[config.mk]
export PLATFORM = sky130hd
export DESIGN_NAME = agu
export DESIGN_NICKNAME = d
export VERILOG_FILES = /design/src/source/lsu_pkg.sv /design/src/source/agu.sv
export SDC_FILE = /design/constraint.sdc
export NUM_CORES = 1
export LEC_CHECK = 0
export BUFFER_PORTS_ARGS = -buffer_cell sky130_fd_sc_hd__buf_2
export CORE_UTILIZATION = 52
export DETAILED_ROUTE_END_ITERATION = 16
export GPL_ROUTABILITY_DRIVEN = 0
export PLACE_DENSITY = 0.87
export SYNTH_ARGS = -nofsm -noshare
export SYNTH_HDL_FRONTEND = slang
export SYNTH_SLANG_ARGS = --single-unit
[constraint.sdc]
create_clock -name vclk -period 6
set_clock_uncertainty 0.2 [all_clocks]
set_input_delay 1.2 -clock vclk [all_inputs]
set_output_delay 1.2 -clock vclk [all_outputs]
set_load 0.01 [all_outputs]
[src/source/lsu_pkg.sv]
package lsu_pkg;

   // ------------------------------
   // Access size codes
   // ------------------------------
   localparam logic [3:0] SIZE_B = 4'd1;
   localparam logic [3:0] SIZE_H = 4'd2;
   localparam logic [3:0] SIZE_W = 4'd4;
   localparam logic [3:0] SIZE_D = 4'd8;

   localparam int DRAM_AW = 10; // Byte address width of data RAM

   // ------------------------------
   // Request and load context
   // ------------------------------
   typedef struct packed {
      logic        op_load;
      logic        op_store;
      logic        sigext;
      logic [3:0]  size;
      logic [63:0] base;
      logic [63:0] offset;
      logic [63:0] wdata;
   } mem_req_t;

   // Kept per load until its RAM word comes back
   typedef struct packed {
      logic [2:0] lane;
      logic [3:0] size;
      logic       sigext;
   } load_ctx_t;

   // ------------------------------
   // Four views of one RAM word
   // ------------------------------
   typedef union packed {
      logic [7:0][7:0]  b;
      logic [3:0][15:0] h;
      logic [1:0][31:0] w;
      logic [63:0]      d;
   } mem_word_u;

endpackage

[src/source/agu.sv]
`timescale 1ns/1ps

module agu
(
   input  logic [63:0] base,
   input  logic [63:0] offset,
   input  logic [3:0]  size,
   output logic [63:0] addr,
   output logic        misaligned
);

   import lsu_pkg::*;

   assign addr = base + offset; // Effective address

   // Natural alignment per access size
   always_comb
   begin
      case (size)
         SIZE_B:
         begin
            misaligned = 1'b0;
         end
         SIZE_H:
         begin
            misaligned = addr[0];
         end
         SIZE_W:
         begin
            misaligned = |addr[1:0];
         end
         default:
         begin
            misaligned = |addr[2:0]; // Odd codes behave as doubleword
         end
      endcase
   end

endmodule

Yosys cells after proc, flatten, opt, wreduce, memory -nomap -nowiden
Cells that the tools add are included.
{"block": "classes", "shift": 0, "eq_ne": 3, "order_cmp": 0, "div_mod_pow": 0, "n_addsub": 1, "muxes": 1, "bitwise_logic": 0, "n_reduce_logical": 2, "mul": 0}
{"operator": "$add A64 B64 Y64", "n": 1}
{"operator": "$eq A4 B1 Y1 const B", "n": 1}
{"operator": "$eq A4 B2 Y1 const B", "n": 1}
{"operator": "$eq A4 B3 Y1 const B", "n": 1}
{"operator": "$pmux W1 S3", "n": 1}
{"operator": "$reduce_or A3 Y1", "n": 1}
{"operator": "$reduce_or A2 Y1", "n": 1}
{"block": "word_totals", "ramBits": 0, "elab_cells": 7, "romBits": 0, "latchBits": 0, "inputBits": 132, "mem_count": 0, "output_inout_bits": 65, "register_bits": 0}

Longest topological paths before layout
{"block": "depth", "word_depth": 3, "depth_mapped": 11, "depth_no_buf": 11}

Worst setup path after synthesis
Ideal clock, no wire load.
{"block": "synth_timing", "kind": "input to output", "from": "in offset[0]", "to": "out addr[48]", "path_buffers": 0, "slack_ps": 1081, "t_required_ps": 4600, "arrival_ps": 3519, "stages": 11, "path_cell_list": "ha_1 -> fa_1 -> a21oi_1 -> nor2_1 -> nor4_2 -> nor2_1 -> a21oi_2 -> a21oi_1 -> or3_1 -> a21oi_1 -> xnor2_1"}
{"block": "synth_via", "elab_chain_cells": 1}
{"item": "start: declaration", "line": "agu.sv:6", "rtl": "input logic [63:0] offset,"}
{"item": "$add A64 B64 Y64", "line": "agu.sv:14", "rtl": "assign addr = base + offset;"}
{"item": "end: declaration", "line": "agu.sv:8", "rtl": "output logic [63:0] addr,"}
No other way between the ends.

Final worst setup path
Ends and elaborated chain as after synthesis.

==> results.sh <==
export IMPL_rsz0062_at_grt="false"
export IMPL_peakVddDrop_mv=0.0745
export IMPL_diodes=0
export IMPL_fin_crit_sh_pct=93.7
export IMPL_n_fill_cell=633
export IMPL_remaining_overflow_grt=0
export IMPL_num_rows=30
export IMPL_total_power_mw=0.635
export IMPL_syn_inst=562
export IMPL_synth_largest_area_cell="ha_1"
export IMPL_seqCellArea_sq_um=0
export IMPL_total_leakage_power_nw=2.46
export IMPL_hpwl_um=10500
export IMPL_drc=0
export IMPL_fp_dieW_um=87.0
export IMPL_die_height_um=87.0
export IMPL_synth_lib_cells_used_distinct=62
export IMPL_multi_input_area_sq_um=3620
export IMPL_timing_hold_worst_class="primary input to primary output"
export IMPL_timing_critical_path_max_delay_family="simple AND/OR/NAND/NOR gates"
export IMPL_worstSetupStartpointType="primary input"
export IMPL_stdcell_area_sq_um=4780
export IMPL_global_route_peak_usage_layer="met2"
export IMPL_use_met1_pct=36.2
export IMPL_routed_via_density=6.00
export IMPL_grt_met2_usage_pct=58.6
export IMPL_drt_wirelength_per_cell_um=14.5
export IMPL_hold_path_endpoint="misaligned"
export IMPL_p_int_mw=0.273
export IMPL_route_vias_total=5006
export IMPL_critPathCaptureType="primary output"
export IMPL_post_cts_repair_setup_buffers=0
export IMPL_finalWorstPathRequiredPeriod_ps=5620
export IMPL_netSwitchingPower_mw=0.362
export IMPL_tightest_slew_ps=634
export IMPL_finalWirelength_um=12100
export IMPL_hold_wc_startpoint="size[3]"
export IMPL_maxSlewViolCount=0
export IMPL_timing_critical_path_fanout_max=5
export IMPL_global_route_usage_total_pct=30.5
export IMPL_worstHoldPathCells=3
export IMPL_path_common_cell="a21oi_1"
export IMPL_setup_viol=0
export IMPL_worstSetupPathType="primary input to primary output"
export IMPL_synth_warnings=0
export IMPL_ys_seq_area_share_pct=0
export IMPL_antenna_found_initial=0
export IMPL_first_iter_violations=298
export IMPL_synth_area_sq_um=3760
export IMPL_timing_critical_path_slowest_stage_cell="fa_1"
export IMPL_p_sw_share_pct=57.0
export IMPL_final_layout_size_suffix_gt1_share_pct=28.0
export IMPL_share_of_yosys_cell_area_claimed_by_the_top_area_cell_type_pct=21.0
export IMPL_power_share_combinational_pct=100.0
export IMPL_postRouteAntennaNets=0
export IMPL_fmax_mhz=178
export IMPL_layout_nets=936
export IMPL_layout_core_utilization_pct=69.2
export IMPL_synth_nets=758
export IMPL_timing_critical_path_buf_inv=2
export IMPL_post_cts_sizing=0
export IMPL_status="finished clean"
export IMPL_timing_hold_violations_final=0
export IMPL_dr_pass1_iters=5
export IMPL_mostFrequentLayoutCells="buf_2, a21oi_1, ha_1, nand2_1"
export IMPL_n_clock_buffer=0
export IMPL_postCtsHoldBufs=0
export IMPL_critPathArrivalTime_ps=4220
export IMPL_synth_top_cells_by_area="ha_1, a21oi_1, xnor2_1"
export IMPL_tightest_slew_margin_relative_to_the_limit_pct=56.6
export IMPL_portBuffers=197
export IMPL_routing_usage_on_met3_pct=1.99
export IMPL_clock_power_share_pct=0
export IMPL_io_pins=197
export IMPL_cp_slowest_stage_delay_ps=410
export IMPL_sequentialPowerShare_pct=0
export IMPL_wire_length_of_the_first_global_routing_pass_um=19400
export IMPL_grt_pass1_vias=4630
export IMPL_cell_by_cell_listing_of_the_critical_path="buf_2 -> ha_1 -> fa_1 -> a21oi_1 -> nor2_1 -> nor4_2 -> nor2_1 -> a21oi_2 -> a21oi_1 -> or3_1 -> a21oi_1 -> xnor2_1 -> buf_2"
export IMPL_power_density_nw_per_um2=133
export IMPL_start_util_pct=54.4
export IMPL_detailed_place_area_sq_um=4780
export IMPL_core_region_area_sq_um=6910
export IMPL_avgSynthCellArea_sq_um=6.69
export IMPL_fin_tns_setup_ps=0
export IMPL_layout_cells_most_common="buf_2"
export IMPL_max_cap_violations=0
export IMPL_nFlopsAndLatches=0
export IMPL_die_area_sq_um=7570
export IMPL_cp_data_required_time_ps=4600
export IMPL_grt_max_degree=12
export IMPL_area_growth_pct=27.1
area by class of cell:
type,instances,area share (%)
Inverter,14,1.10
Timing Repair Buffer,197,20.6
Tap cell,96,2.51
Multi-Input combinational cell,527,75.7
tightest hold or removal path: stages:
cell	delay [ps]
buf_2	70
o32a_1	110
buf_2	120
synthesized netlist by cell type, drive strengths merged (8+ instances only):
library cell / count
clkbuf: 13
nand4: 15
nor3: 9
ha: 63
and3: 9
a21oi: 79
inv: 14
nand2: 57
xnor2: 37
o21ai: 45
a21o: 35
xor2: 23
o21bai: 12
nor2: 42
buf: 8
nand3: 17
layer usage:
layer,routed length (um),up-vias,part of all wire (%)
met1,4890,2242,40
met2,6050,273,50
met5,0,-,0
met3,930,35,7.7
li1,-,2456,-
met4,260,0,2.1
metrics by stage:
stage / instances / hold WS, ps / setup slack (ps)
2_1_floorplan: 562 / 2360 / 1080
3_3_place_gp: 834 / 2500 / 594
3_5_place_dp: 834 / 2500 / 412
4_1_cts: 834 / 2500 / 398
5_1_grt: 834 / 2530 / 225
6_report: 834 / 2500 / 378
cells by family (layout without fill, tap and decap cells):
| logic type | Yosys count | in the layout | synth area share [%] |
|---|---|---|---|
| fa+ha+maj | 64 | 64 | 21.5 |
| simple gates | 181 | 181 | 23.3 |
| buf+inv | 35 | 211 | 3.76 |
| compound gates | 221 | 221 | 37.2 |
| xor+xnor | 60 | 60 | 14.0 |
| mux | 1 | 1 | 0.266 |
power groups by stage:
stage | clock network [mW] | registers (mW) | logic [mW]
after floorplan | 0 | 0 | 0.410
after global placement | 0 | 0 | 0.612
after detailed placement | 0 | 0 | 0.624
after CTS | 0 | 0 | 0.629
after global routing | 0 | 0 | 0.693
final | 0 | 0 | 0.635
worst max path at each step:
stage	endpoint	slack, ps	from	depth (start not counted)
4_1_cts	addr[48]	400	offset[0]	13
2_1_floorplan	addr[48]	1080	offset[0]	11
3_3_place_gp	addr[38]	590	offset[0]	13
5_1_grt	addr[48]	230	offset[0]	13
3_5_place_dp	addr[48]	410	offset[0]	13
6_report	addr[48]	380	offset[0]	13
Power figures use the tool's default switching activity.
