<file path="src/source/lsu_pkg.sv">
package lsu_pkg;

   // ------------------------------
   // Access size codes
   // ------------------------------
   localparam logic [3:0] SIZE_B = 4'd1;
   localparam logic [3:0] SIZE_H = 4'd2;
   localparam logic [3:0] SIZE_W = 4'd4;
   localparam logic [3:0] SIZE_D = 4'd8;

   localparam int DRAM_AW = 10; // Byte address width of data RAM

   // ------------------------------
   // Request and load context
   // ------------------------------
   typedef struct packed {
      logic        op_load;
      logic        op_store;
      logic        sigext;
      logic [3:0]  size;
      logic [63:0] base;
      logic [63:0] offset;
      logic [63:0] wdata;
   } mem_req_t;

   // Kept per load until its RAM word comes back
   typedef struct packed {
      logic [2:0] lane;
      logic [3:0] size;
      logic       sigext;
   } load_ctx_t;

   // ------------------------------
   // Four views of one RAM word
   // ------------------------------
   typedef union packed {
      logic [7:0][7:0]  b;
      logic [3:0][15:0] h;
      logic [1:0][31:0] w;
      logic [63:0]      d;
   } mem_word_u;

endpackage

</file>
<file path="src/source/lsu.sv">
`timescale 1ns/1ps

module lsu #(
   parameter int AW = lsu_pkg::DRAM_AW
)
(
   input  logic [63:0]        addr,
   input  logic [3:0]         size,
   input  logic [63:0]        wdata,
   input  logic               store_en,
   input  lsu_pkg::load_ctx_t ctx,
   input  lsu_pkg::mem_word_u rdata,
   output logic [AW-1:0]      dram_addr,
   output logic [7:0]         dram_we,
   output logic [63:0]        dram_din,
   output logic [63:0]        ld_value
);

   import lsu_pkg::*;

   logic [7:0]  lane_mask;
   logic [7:0]  ld_b;
   logic [15:0] ld_h;
   logic [31:0] ld_w;

   assign dram_addr = addr[AW-1:0]; // Upper bits alias

   // ------------------------------
   // Store side
   // ------------------------------

   // Replicate the low part so every lane holds it
   always_comb
   begin
      case (size)
         SIZE_B:
         begin
            dram_din = {8{wdata[7:0]}};
         end
         SIZE_H:
         begin
            dram_din = {4{wdata[15:0]}};
         end
         SIZE_W:
         begin
            dram_din = {2{wdata[31:0]}};
         end
         default:
         begin
            dram_din = wdata;
         end
      endcase
   end

   // Bytes covered by the access
   always_comb
   begin
      case (size)
         SIZE_B:
         begin
            lane_mask = 8'h01 << addr[2:0];
         end
         SIZE_H:
         begin
            lane_mask = 8'h03 << {addr[2:1], 1'b0};
         end
         SIZE_W:
         begin
            lane_mask = 8'h0f << {addr[2], 2'b00};
         end
         default:
         begin
            lane_mask = 8'hff;
         end
      endcase
   end

   assign dram_we = {8{store_en}} & lane_mask;

   // ------------------------------
   // Load side
   // ------------------------------

   // Same word picked by lane at each width
   assign ld_b = rdata.b[ctx.lane];
   assign ld_h = rdata.h[ctx.lane[2:1]];
   assign ld_w = rdata.w[ctx.lane[2]];

   always_comb
   begin
      case (ctx.size)
         SIZE_B:
         begin
            ld_value = {{56{ctx.sigext & ld_b[7]}}, ld_b};
         end
         SIZE_H:
         begin
            ld_value = {{48{ctx.sigext & ld_h[15]}}, ld_h};
         end
         SIZE_W:
         begin
            ld_value = {{32{ctx.sigext & ld_w[31]}}, ld_w};
         end
         default:
         begin
            ld_value = rdata.d; // Doubleword as is
         end
      endcase
   end

endmodule

</file>
<file path="config.mk">
export PLATFORM = sky130hd
export DESIGN_NAME = lsu
export DESIGN_NICKNAME = d
export VERILOG_FILES = /design/src/source/lsu_pkg.sv /design/src/source/lsu.sv
export SDC_FILE = /design/constraint.sdc
export NUM_CORES = 1
export LEC_CHECK = 0
export BUFFER_PORTS_ARGS = -buffer_cell sky130_fd_sc_hd__buf_2
export CAP_MARGIN = 5
export CELL_PAD_IN_SITES_DETAIL_PLACEMENT = 1
export CELL_PAD_IN_SITES_GLOBAL_PLACEMENT = 2
export CORE_ASPECT_RATIO = 1.4
export CORE_MARGIN = 10
export CORE_UTILIZATION = 17
export DETAILED_ROUTE_END_ITERATION = 16
export GPL_ROUTABILITY_DRIVEN = 1
export GPL_TIMING_DRIVEN = 0
export PLACE_DENSITY = 0.85
export SETUP_SLACK_MARGIN = 0.3
export SLEW_MARGIN = 15
export SYNTH_ARGS = -nofsm -noshare
export SYNTH_HDL_FRONTEND = slang
export SYNTH_SLANG_ARGS = --single-unit
</file>
<file path="constraint.sdc">
create_clock -name vclk -period 3.4
set_clock_uncertainty 0.15 [all_clocks]
set_input_delay 0.34 -clock vclk [all_inputs]
set_output_delay 0.34 -clock vclk [all_outputs]
set_load 0.01 [all_outputs]
</file>
Word-level counts from Yosys, hierarchy flattened
Cells that the tools add are included.
- output and inout bits: 146
- register bits: 0
- bits of input ports: 205
- equal/unequal tests: 6
- mux-type cells: 9
- magnitude comparators: 3
- bitwise logic cells: 4
- shift-type cells: 3
- operator list (kind ; count):
    $pmux 64 s3 ; 2
    $mux 32 ; 2
    $bmux 16 s2 ; 1
    $bmux 8 s3 ; 1
    $pmux 8 s3 ; 1
    $mux 16 ; 1
    $and 8x8->8 ; 1
    $eq 4x1->1 const B ; 2
    $eq 4x2->1 const B ; 2
    $eq 4x3->1 const B ; 2
    $mux 8 ; 1
    $shl 1x3->8 const A ; 1
    $shl 2x3->8 const A ; 1
    $shl 4x3->8 const A ; 1
    $lt 3x4->1 const B ; 1
    $and 1x1->1 ; 3
    $lt 2x3->1 const B ; 1
    $lt 1x2->1 const B ; 1

Longest topological paths before layout
- depth in word-level cells: 4
- gate-level depth with buffers: 7
- gate-level depth less buffers: 4

Worst setup path before layout
Ideal clock, no wire load.
- path type: in2out
- from: in ctx[7] in the netlist's numbering
- to: out ld_value[3]
- path slack: 1.111 ns
- arrival: 1.799 ns
- stages on the path: 7
- path buffers: 3
- data required time: 2.910 ns
- path through: buf_2 -> buf_2 -> buf_2 -> mux4_2 -> o211ai_1 -> nand2_1 -> a221o_1
- longest elaborated chain between the ends: 3
- elaborated cells between the ends (all ways): 7
- those cells by class: mux (7)
- RTL lines (element ; line ; text):
    from (decl) ; lsu.sv:11 ; input lsu_pkg::load_ctx_t ctx,
    $bmux 8 s3, or another cell as far along ; lsu.sv:85 ; assign ld_b = rdata.b[ctx.lane];
    $mux 8 (implied by the code), or another cell as far along ; lsu.sv:85 ;
    $pmux 64 s3 (*) ; lsu.sv:91 ; case (ctx.size)
    to (decl) ; lsu.sv:16 ; output logic [63:0] ld_value
Mark *: on every way between the ends. The rest lies on a longest branch, timed or not. The select of a mux whose other input is x is not followed.

Worst setup path after layout
- from: in ctx[2] in the netlist's numbering
- to: out ld_value[18]
- longest elaborated chain between the ends: 2
- elaborated cells between the ends (all ways): 4
- those cells by class: eq/ne (3); mux (1)
- RTL lines (element ; line):
    $eq 4x3->1, or another cell as far along ; lsu.sv:91
    $pmux 64 s3 (*) ; lsu.sv:91
Mark *: on every way between the ends. The rest lies on a longest branch, timed or not.

==> run_results.csv <==
group,metric,value,unit
grt,grt_pass1_vias,5646,
status,status,"completed",
sta,worst_slew_pin_slew,1046,ps
finish,drive_gt1_frac,0.5026,
sta,fmax,349.0,MHz
worst_hold_path,hold_class,"input pin to output port",
routing,drt-initial-drc-count,197,
critical_path,path_common_cell,"buf_2",
routing,viasPerCell,4.990,
yosys,avgSynthCellArea,6.723,µm²
sta,setup_viol,0,
floorplanning,start_util,0.1735,
yosys,synthTopCellsByCount,"nand2_1, nand3_1, mux2_2",
sta,rsz0062_at_grt,"no",
routing,ant_nets,0,
yosys,yosysTopAreaCell,"nand2_1",
sta,period_share,0.8427,
grt,grt_pass1_wl,34.74,mm
floorplanning,ios,351,
critical_path,critical_path_class,"input pin to output port",
critical_path,end_kind,"output port",
critical_path,arrival,2380,ps
grt,grt-ovfl-total,0,
floorplanning,die_w,136.4,µm
finish,fin_nets,971,
finish,fillers,2485,
critical_path,critical_path.max_fanout,10,
grt,antenna_found_initial,4,
critical_path,crit_chain,"buf_2 > xor2_1 > o211ai_1 > buf_2 > o21ai_0 > a22oi_1 > buf_2",
grt,grt_max_degree,11,
yosys,yosysTopAreaCellShare,0.1373,
sta,fin_crit,2865,ps
floorplanning,rows,59,
worst_hold_path,worstHoldStart,"addr[5]",
critical_path,crit_path_start_kind,"input pin",
power,p_leak,2.669,nW
critical_path,startpoint,"ctx[2]",
grt,grt.total_usage,0.1782,
yosys,yosysMostFrequentCell,"nand2_1",
sta,slew_violations,0,
yosys,syn_area,3227,µm²
floorplanning,die_area,24970,µm²
placed_design,post-dp-hpwl,21.18,mm
finish,ff_latch_area,0,µm²
yosys,seq_area_frac_synth,0,
floorplanning,fp.dieH,183.0,µm
yosys,netlist_top_cells_area,"nand2_1, mux4_2, mux2_2, nand3_1, a22oi_1",
placed_design,gp_congestion,0.9580,
routing,wl_per_cell,23.75,µm
finish,seq_cells,0,
sta,setup_tns,0,ps
yosys,netlist_instances,480,
power,pwr_density_cell,165.3,nW/µm²
yosys,ys_types,51,
critical_path,slowest_delay,620,ps
yosys,yosysWarningCount,0,
routing,num_vias,5040,
routing,finalWirelength,23.99,mm
critical_path,required,2910,ps
yosys,syn_nets,685,
finish,multiInputGateArea,2878,µm²
floorplanning,core_area,18600,µm²
routing,drc,0,
sta,max_slew_margin,0.3009,
finish,nClkBuffers,0,
run,maxCapViolCount,0,
critical_path,crit_slowest_cell,"o211ai_1",
routing,first_pass_iters,4,
placed_design,port_buffers,284,
finish,synthToLayoutAreaGrowth,53.94,%
power,vdd_drop_max,0.06289,mV
power,power,821.2,µW
sta,hold_viol,0,
metal layers:
layer / share of wire / vias up / global-route usage
li1: - / 2332 / -
met1: 0.35 / 2365 / 0.1703
met2: 0.48 / 303 / 0.3283
met3: 0.12 / 38 / 0.07440
met4: 0.045 / 2 / 0.06920
met5: 0.00054 / - / 0
per-stage QoR:
step                      area, µm²  hold slack, ps  cells  utilization  worst slack [ps]
final                          4967           718.1   1010       0.2670             534.9
after global routing           4962           730.1   1008       0.2667             325.6
after CTS                      4954           720.5   1008       0.2663             406.1
after detailed placement       4954           720.3   1008       0.2663             407.8
after global placement         4954           719.6   1008       0.2663             446.7
after floorplan                3227           621.8    480            -              1111
worst max-delay path: cells and delay by family:
family | cells | cell delay (ps)
buffers and inverters | 3 | 780
xor gates and xnor gates | 1 | 170
AOI/OAI and AO/OA | 3 | 1080
cell families after synthesis:
family                    synth area share
and+or+nand+nor                     0.3439
AOI/OAI and AO/OA                   0.2780
buffers and inverters               0.1109
muxes                               0.2590
xor gates and xnor gates          0.008144
path summary, 6_finish.rpt:
path,end,slack [ps],cells after the start
worst max-delay path,ld_value[18],530,7
worst min-delay path,dram_addr[5],720,2
power breakdown:
group	leakage, nW	switching, mW	internal, mW
combinational	2.67	0.470	0.351
clock	0.0000127	0	0.0000000787
sequential	0	0	0
cell usage in the layout, fill, tap and decap left out, types with 9 or more instances in the layout:
cell type    n
mux2i_1     16
nand2_1    118
o21ai_0     20
a22oi_1     22
mux4_2      17
a21o_1      12
and3_1       9
buf_4       18
nor3b_1      9
nor2_1      22
buf_2      306
clkbuf_1    20
mux2_2      26
nand3_1     49
cell type report:
cell class                 instances  area share
multi-input combinational        414      0.5793
timing repair buffer             284      0.2861
buffer                            63     0.06977
tap                              244     0.06146
inverter                           3    0.002267
antenna                            2    0.001008
timing repair:
action | in CTS | in global routing
buffers inserted | 0 | 0
hold buffers | 0 | 0
resized for setup | 0 | 1
setup endpoints to repair | 0 | 1
endpoints found under the hold margin | 0 | 0
Power figures use the tool's default switching activity.
