==> src/source/lsu_pkg.sv <==
package lsu_pkg;

   // ------------------------------
   // Access size codes
   // ------------------------------
   localparam logic [3:0] SIZE_B = 4'd1;
   localparam logic [3:0] SIZE_H = 4'd2;
   localparam logic [3:0] SIZE_W = 4'd4;
   localparam logic [3:0] SIZE_D = 4'd8;

   localparam int DRAM_AW = 10; // Byte address width of data RAM

   // ------------------------------
   // Request and load context
   // ------------------------------
   typedef struct packed {
      logic        op_load;
      logic        op_store;
      logic        sigext;
      logic [3:0]  size;
      logic [63:0] base;
      logic [63:0] offset;
      logic [63:0] wdata;
   } mem_req_t;

   // Kept per load until its RAM word comes back
   typedef struct packed {
      logic [2:0] lane;
      logic [3:0] size;
      logic       sigext;
   } load_ctx_t;

   // ------------------------------
   // Four views of one RAM word
   // ------------------------------
   typedef union packed {
      logic [7:0][7:0]  b;
      logic [3:0][15:0] h;
      logic [1:0][31:0] w;
      logic [63:0]      d;
   } mem_word_u;

endpackage

==> src/source/mem_ctrl.sv <==
`timescale 1ns/1ps

module mem_ctrl
(
   input  logic               clk,
   input  logic               rst_n,
   input  logic               req_valid,
   input  logic               op_load,
   input  logic               op_store,
   input  logic               sigext,
   input  logic [3:0]         size,
   input  logic [2:0]         addr_lane,
   input  logic               misaligned,
   input  logic [63:0]        ld_value,
   output logic               store_en,
   output logic               load_en,
   output lsu_pkg::load_ctx_t ctx,
   output logic [63:0]        result,
   output logic               result_valid,
   output logic               fault
);

   logic ld_pend; // Load word arrives next cycle
   logic bad_req;

   // ------------------------------
   // Request decode
   // ------------------------------
   assign store_en = req_valid & op_store & ~misaligned;
   assign load_en  = req_valid & op_load & ~misaligned;
   assign bad_req  = req_valid & (op_load | op_store) & misaligned;

   // ------------------------------
   // In-flight load
   // ------------------------------
   always_ff @(posedge clk)
   begin
      if (!rst_n)
      begin
         ld_pend <= 1'b0;
      end
      else
      begin
         ld_pend <= load_en;
      end
   end

   always_ff @(posedge clk)
   begin
      if (load_en)
      begin
         ctx.lane   <= addr_lane;
         ctx.size   <= size;
         ctx.sigext <= sigext;
      end
   end

   // ------------------------------
   // Result and status pulses
   // ------------------------------
   always_ff @(posedge clk)
   begin
      if (!rst_n)
      begin
         result       <= 64'd0;
         result_valid <= 1'b0;
         fault        <= 1'b0;
      end
      else
      begin
         result_valid <= ld_pend;
         fault        <= bad_req; // Suppressed access
         if (ld_pend)
         begin
            result <= ld_value;
         end
      end
   end

endmodule

==> config.mk <==
export PLATFORM = sky130hd
export DESIGN_NAME = mem_ctrl
export DESIGN_NICKNAME = d
export VERILOG_FILES = /design/src/source/lsu_pkg.sv /design/src/source/mem_ctrl.sv
export SDC_FILE = /design/constraint.sdc
export NUM_CORES = 1
export LEC_CHECK = 0
export BUFFER_PORTS_ARGS = -buffer_cell sky130_fd_sc_hd__buf_2
export CAP_MARGIN = 20
export CORE_ASPECT_RATIO = 1.75
export CORE_MARGIN = 8
export CORE_UTILIZATION = 46
export CTS_BUF_LIST = sky130_fd_sc_hd__clkbuf_4 sky130_fd_sc_hd__clkbuf_8
export CTS_CLUSTER_SIZE = 24
export DETAILED_ROUTE_END_ITERATION = 8
export GPL_ROUTABILITY_DRIVEN = 0
export PLACE_DENSITY = 0.82
export SKIP_CTS_REPAIR_TIMING = 1
export SLEW_MARGIN = 25
export SYNTH_ARGS = -nofsm -noshare
export SYNTH_HDL_FRONTEND = slang
export SYNTH_SLANG_ARGS = --single-unit
==> constraint.sdc <==
create_clock -name clk -period 1.23 [get_ports clk]
set_input_delay 0.246 -clock clk [delete_from_list [all_inputs] [get_ports clk]]
set_output_delay 0.246 -clock clk [all_outputs]
set_load 0.01 [all_outputs]
# Word level (Yosys, flattened, before mapping)
# Index checks and enable logic that the tools add are counted.
# Widths: inputs -> output; s select.
# totals
reg_bits,75
in_bits,78
# classes
bitwise,8
# ops
operator,n
$and 1x1->1,6
$not 1->1,1
$or 1x1->1,1

# Depth between registers and ports, before layout
# Gate-level depths: netlist of the first run.
# logic_depth
ltp_word,3
mapped_depth,4
mapped_depth_nobuf,2

# Worst setup path after synthesis of the first run
# No wires, ideal clock.
# synth_path
kind,in2reg
start,in misaligned
end,reg ctx[0] (netlist bit) (enable)
path_slack_ns,0.206
arrival_time_ns,0.673
path_buffers,0
setup_time_ns,0.351
stages,1
path_cell_list,and3b_1
# synth_via
elab_chain_len,2
# synth_lines
item,line,rtl
from (decl),mem_ctrl.sv:13,"input logic misaligned,"
$not 1->1,mem_ctrl.sv:30,assign load_en = req_valid & op_load & ~misaligned;
$and 1x1->1,mem_ctrl.sv:30,
to (decl),mem_ctrl.sv:17,"output lsu_pkg::load_ctx_t ctx,"
# Every way passes these cells.
# A chain may end at the register's enable or synchronous reset.

==> results of run 1 <==
[layout make-up]
cell class	count	area (um2)
clock buffer	13	160
clock inverter	3	15.0
fill	499	2100
multi-input combinational	133	1080
sequential	75	1590
tap	78	97.6
timing repair buffer	158	841
[flip-flops by register name, summed over array words and instances (netlist names)]
register / flops
fault: 1
ld_pend: 1
result: 64
ctx: 8
result_valid: 1
[through the flow]
step	cell area [um2]	cells	power (mW)
3_5_place_dp	3610	444	3.02
4_1_cts	3780	460	4.68
3_3_place_gp	3610	444	3.01
5_1_grt	3780	460	4.82
2_1_floorplan	2810	222	2.82
6_report	3780	460	4.59
[power groups by stage]
stage | clock (mW) | sequential, mW | combinational (mW)
floorplan | 0 | 2.64 | 0.174
global placement | 0 | 2.61 | 0.399
detailed placement | 0 | 2.61 | 0.411
CTS | 1.71 | 2.56 | 0.412
global route | 1.82 | 2.56 | 0.440
finish | 1.63 | 2.56 | 0.404
[Yosys cell counts, drive strengths merged]
library cell / number
nor2b: 64
and2: 2
mux2i: 64
and3b: 2
o2111a: 1
buf: 7
edfxtp: 8
clkbuf: 7
dfxtp: 67
[layer usage]
layer	track usage (%)	vias up	share of wire, %
met4	9.51	0	3.6
met2	28.3	87	56
met5	0	-	0
li1	-	1046	-
met1	13.5	940	31
met3	6.30	18	9.2
[cell families (layout without fill, tap and decap cells)]
kind of cell    count (synthesis)  count (layout)
simple gates                   68              68
mux                            64              64
buf+inv                        14             174
compound gates                  1               1
flops                          75              75
[worst max path at each step]
stage | slack [ns] | from | endpoint
floorplan | 0.21 | misaligned | ctx[0]
global placement | 0.16 | misaligned | ctx[0]
detailed placement | 0.12 | ld_pend | result[22]
CTS | 0.10 | ld_pend | result[22]
global route | 0.07 | ld_pend | result[22]
finish | 0.12 | ld_pend | result[22]
==> run summary, run 1 <==
status: finished, final reports clean
dominant combinational cell family by area after synthesis: multiplexers
Hold Crit Depth: 1
Sink Count: 75
overflow left after global routing: 0
drt wl/cell: 15.0 um
Critical-path top delay cell: dfxtp_4
Post-Synthesis Mean Instance Area: 12.6 um2
post-synthesis share of cell area spent on full adders, half adders and majority gates: 0%
chain of cells forming the critical path: buf_12, mux2i_1, nor2b_1
most used cells in the layout excluding fill and tap cells: buf_2, dfxtp_1, mux2i_1, nor2b_1, clkbuf_8
Finish-stage setup viols: 0
max-slew violations: 0
Hold Crit Start: size[3]
number of global-route vias before repair: 2,328
count of unresolved DRC violations after routing: 0
capture instance of the worst register-to-register path: result[22]
Post-Synthesis Cells: 222
Die W: 75.0 um
Slew HR: 88.4%
number of warnings reported in the yosys synthesis log: 0
Max H-tree Level: 3
reported leakage power: 1.67 nW
HP Class: in2reg
setup slack of the worst register-to-register path: 0.12 ns
area of the die: 8950 um2
number of buffers inserted during clock tree synthesis: 9
cell chosen for the clock root: clkbuf_8
Layout Nets: 455
antenna diode instance count: 0
count of buffers from port buffering: 153
iteration count of the initial detailed-routing pass: 3
drt first-iter violations: 65
required time reported for the critical path endpoint: 1.44 ns
transition time at the pin with the least slew margin: 0.169 ns
post-synth net total: 300
layout overhead on the synthesized area: 34.7%
largest net degree at the start of global routing: 68
critical path depth: 3
Compound-Gate Fraction of Synth Area: 0.401%
power density cells: 1220 nW/um2
crit path launch type: flop
number of unique standard cell types used by synthesis: 13
fraction of layout cells with a size suffix above 1: 45.8%
Peak VDD IR: 0.851 mV
Reg2Reg Launch Point: ld_pend
commonest non-fill, non-tap cell in the layout: buf_2
achievable clock frequency: 0.901 GHz
register bit total from synthesis: 75
worst-case clock buffer depth: 2
RSZ-0062 raised after global routing: false
final-layout setup total negative slack: 0 ns
combined global-route utilization of all metal layers: 15.7%
Initial Util: 47.7%
simple logic cell fraction of the synthesized area: 15.3%
part of the total power dissipated in sequential elements: 55.6%
CTS clock-pin slew for the worst setup and hold paths: 0.07 ns
row cnt: 37
HPWL reported at the end of detailed placement: 5440 um
Std-Cell Core Area: 5880 um2
maximum cell stage delay along the critical path: 0.45 ns
top cell type's share of synthesized area: 47.8%
I/O pin total: 154
via count normalized by instance count: 4.55
maximum capacitance violations: 0
data arrival time at the worst-slack endpoint: 1.33 ns
endpoint class of the critical path: flop
count of final hold-check violations: 0
Switching Fraction: 21.6%
Worst Hold Slack: 0.0805 ns
cell family contributing the most delay on the critical path: flip-flops
wire length of the first global-routing pass: 10,700 um
Worst Slack Setup Final: 0.120 ns
worst setup slack before clock tree synthesis: 0.121 ns
net switching power: 0.992 mW
share of the clock period used by the worst path after layout: 90.3%
initial antenna violation count: 0
Cell Int Power: 3.60 mW
Seq/Total Area, Yosys: 56.4%
final period demand of the worst path: 1.11 ns
total buffers and inverters traversed by the critical path: 1
depth of the most critical reg-to-reg path: 3
xor and xnor fraction of the mapped netlist area: 0%
DR vias: 2,091
CP Max Fanout: 26
final core area utilization: 64.3%
type of the setup path with the least slack: reg2reg
leading post-synthesis cells by cell area: dfxtp_1, mux2i_1, nor2b_1
netlist area before placement: 2810 um2
TritonCTS clock tree: built
latest clock arrival within the worst-skew pair: 0.34 ns
combinational fraction of design power: 8.8%
post-detailed-routing wire length: 6900 um
portion of total power attributed to the clock network: 35.6%
dominant cell type by area after synthesis: dfxtp_1
endpoint of the worst hold path: ctx[4]
portion of netlist area occupied by mux cells: 22.8%
number of nets with antenna violations after detailed routing: 0
largest clock skew in the final design: 0.0121 ns
Die Span Y: 119 um
No activity file was read; power rests on OpenSTA's default activity.
==> run 2, diff against run 1 <==
Settings changed: GPL_TIMING_DRIVEN set to 0, RECOVER_POWER set to 100.
==> run 2 against run 1 <==
Against the previous run: sequential cell count unchanged; core utilization decreased by 0.45 points; clock skew decreased by 0.0049 ns; sequential share of layout area increased by 0.19 points; non-clock buffer count increased by 8; clock power increased by 8%; sequential power about the same.
==> run summary, run 2 (same netlist as run 1, synthesis figures left out) <==
drt wl/cell: 15.0 um (+0.13%)
commonest non-fill, non-tap cell in the layout: clkbuf_1
antenna diode instance count: 0 (unchanged)
wire length of the first global-routing pass: 10,600 um (-0.97%)
final period demand of the worst path: 1.14 ns (+0.0250 ns)
share of the clock period used by the worst path after layout: 92.3% (+2.0 points)
maximum capacitance violations: 0 (unchanged)
type of the setup path with the least slack: in2out
row cnt: 37 (unchanged)
Hold Crit Depth: 1 (unchanged)
Filler Cell Count: 553 (+11%)
layout overhead on the synthesized area: 33.8%
data arrival time at the worst-slack endpoint: 0.89 ns (-0.44 ns)
required time reported for the critical path endpoint: 0.98 ns (-0.46 ns)
Initial Util: 47.7% (unchanged)
fraction of layout cells with a size suffix above 1: 25.4% (-20 points)
latest clock arrival within the worst-skew pair: 0.34 ns (about the same)
achievable clock frequency: 0.881 GHz (-2.2%)
reported leakage power: 1.37 nW (-18%)
drt first-iter violations: 47 (-28%)
Hold Crit Start: addr_lane[1]
registers with the most flip-flops: result x64, ctx x8
Worst Setup SP: misaligned
Switching Fraction: 22.4% (+0.79 points)
TritonCTS clock tree: built
HPWL reported at the end of detailed placement: 5720 um (+5.1%)
Layout Nets: 463 (+1.8%)
RSZ-0062 raised after global routing: false
transition time at the pin with the least slew margin: 0.423 ns (+0.255 ns)
endpoint of the worst hold path: ctx[6]
setup slack of the worst register-to-register path: 0.10 ns (-0.02 ns)
Die Span Y: 119 um (unchanged)
total chip power: 4.71 mW (+2.6%)
cell count after placement: 452 (+1.8%)
portion of total power attributed to the clock network: 37.3% (+1.7 points)
Sink Count: 75 (unchanged)
depth of the most critical reg-to-reg path: 4 (+1)
initial antenna violation count: 0 (unchanged)
largest clock skew in the final design: 0.00715 ns (-0.00493 ns)
Cell Int Power: 3.66 mW (+1.6%)
most used cells in the layout excluding fill and tap cells: clkbuf_1, buf_2, dfxtp_1, nor2b_1, mux2i_1
max-slew violations: 0 (unchanged)
DR vias: 2,126 (+1.7%)
count of placed standard cells in the final layout, fillers left out: 468 (+1.7%)
Slew HR: 71.8% (-17 points)
endpoint class of the critical path: output port
crit path launch type: input port
post-route cell area: 3750 um2 (-0.70%)
CTS clock-pin slew for the worst setup and hold paths: 0.07 ns (about the same)
Reg2Reg Launch Point: ld_pend
Std-Cell Core Area: 5880 um2 (unchanged)
worst-case clock buffer depth: 2 (unchanged)
capture instance of the worst register-to-register path: result[11]
post-detailed-routing wire length: 7030 um (+1.9%)
number of global-route vias before repair: 2,268 (-2.6%)
area of the die: 8950 um2 (unchanged)
status: finished, final reports clean
number of buffers inserted during clock tree synthesis: 9 (unchanged)
placement-stage cell area: 3660 um2 (+1.6%)
part of the total power dissipated in sequential elements: 54.2% (-1.4 points)
combined global-route utilization of all metal layers: 15.7% (-0.025 points)
via count normalized by instance count: 4.54 (about the same)
cell chosen for the clock root: clkbuf_8
combinational fraction of design power: 8.4% (-0.4 points)
largest net degree at the start of global routing: 13 (-81%)
I/O pin total: 154 (unchanged)
flip-flop count of the largest register, all copies and words added: 64 (unchanged)
count of final hold-check violations: 0 (unchanged)
CP Max Fanout: 10 (-62%)
Max H-tree Level: 3 (unchanged)
power density cells: 1260 nW/um2 (+3.3%)
HP Class: in2reg
net switching power: 1.05 mW (+6.3%)
iteration count of the initial detailed-routing pass: 4 (+1)
Die W: 75.0 um (unchanged)
count of unresolved DRC violations after routing: 0 (unchanged)
count of buffers from port buffering: 152 (-0.65%)
overflow left after global routing: 0 (unchanged)
Finish-stage setup viols: 0 (unchanged)
register bank with the most flops: result
Peak VDD IR: 0.999 mV (+17%)
number of nets with antenna violations after detailed routing: 0 (unchanged)
## run 2: cell types whose count changed in the layout (fill, tap and decap cells not counted), moves of 2 or more
| cell | delta |
|---|---|
| buf_4 | -2 |
| clkbuf_1 | +84 |
| clkbuf_4 | -3 |
| clkinv_2 | +2 |
| buf_2 | -78 |
| buf_8 | +2 |
## run 2: power by group through the flow
stage	combinational, mW	sequential (mW)	clock [mW]
detailed placement	0.422	2.61	0
floorplan	0.174	2.64	0
finish	0.397	2.56	1.76
global route	0.435	2.56	1.92
global placement	0.411	2.61	0
CTS	0.422	2.55	1.82
## run 2: layout make-up
type,instances,area (um2),area share [%]
Clock inverter,7,58.8,1.57
Sequential cell,75,1580,42.1
Multi-Input combinational cell,133,1090,29.0
Buffer,14,141,3.77
Timing Repair Buffer,152,664,17.7
Clock buffer,9,124,3.30
Tap cell,78,97.6,2.60
## run 2: per-layer routing
layer  track usage (%)  vias up  routed length, um
met1              13.5      961               2320
met3              7.31       14                644
li1                  -     1066                  -
met5                 0        -                  0
met4              8.89        0                178
met2              27.8       85               3890
## run 2: through the flow
stage,setup TNS (ns),hold slack (ns),utilization [%],worst slack [ns]
after floorplan,0,0.345,-,0.206
after global placement,-0.0185,0.423,62.3,-0.0185
after detailed placement,-0.0400,0.425,62.3,-0.0400
after CTS,-0.0405,0.0472,65.4,-0.0405
after global routing,0,0.0458,63.9,0.0168
final,0,0.0705,63.9,0.0945
## run 2: critical path: stages
cell,delay (ns)
clkbuf_1,0.09
and3b_2,0.37
clkbuf_1,0.19
## run 2: worst max path at each step
stage                       endpoint  slack, ns  depth (start not counted)
after floorplan               ctx[0]       0.21                          1
after global placement       load_en      -0.02                          3
after detailed placement     load_en      -0.04                          3
after CTS                    load_en      -0.04                          3
after global routing      result[52]       0.02                          4
final                        load_en       0.09                          3
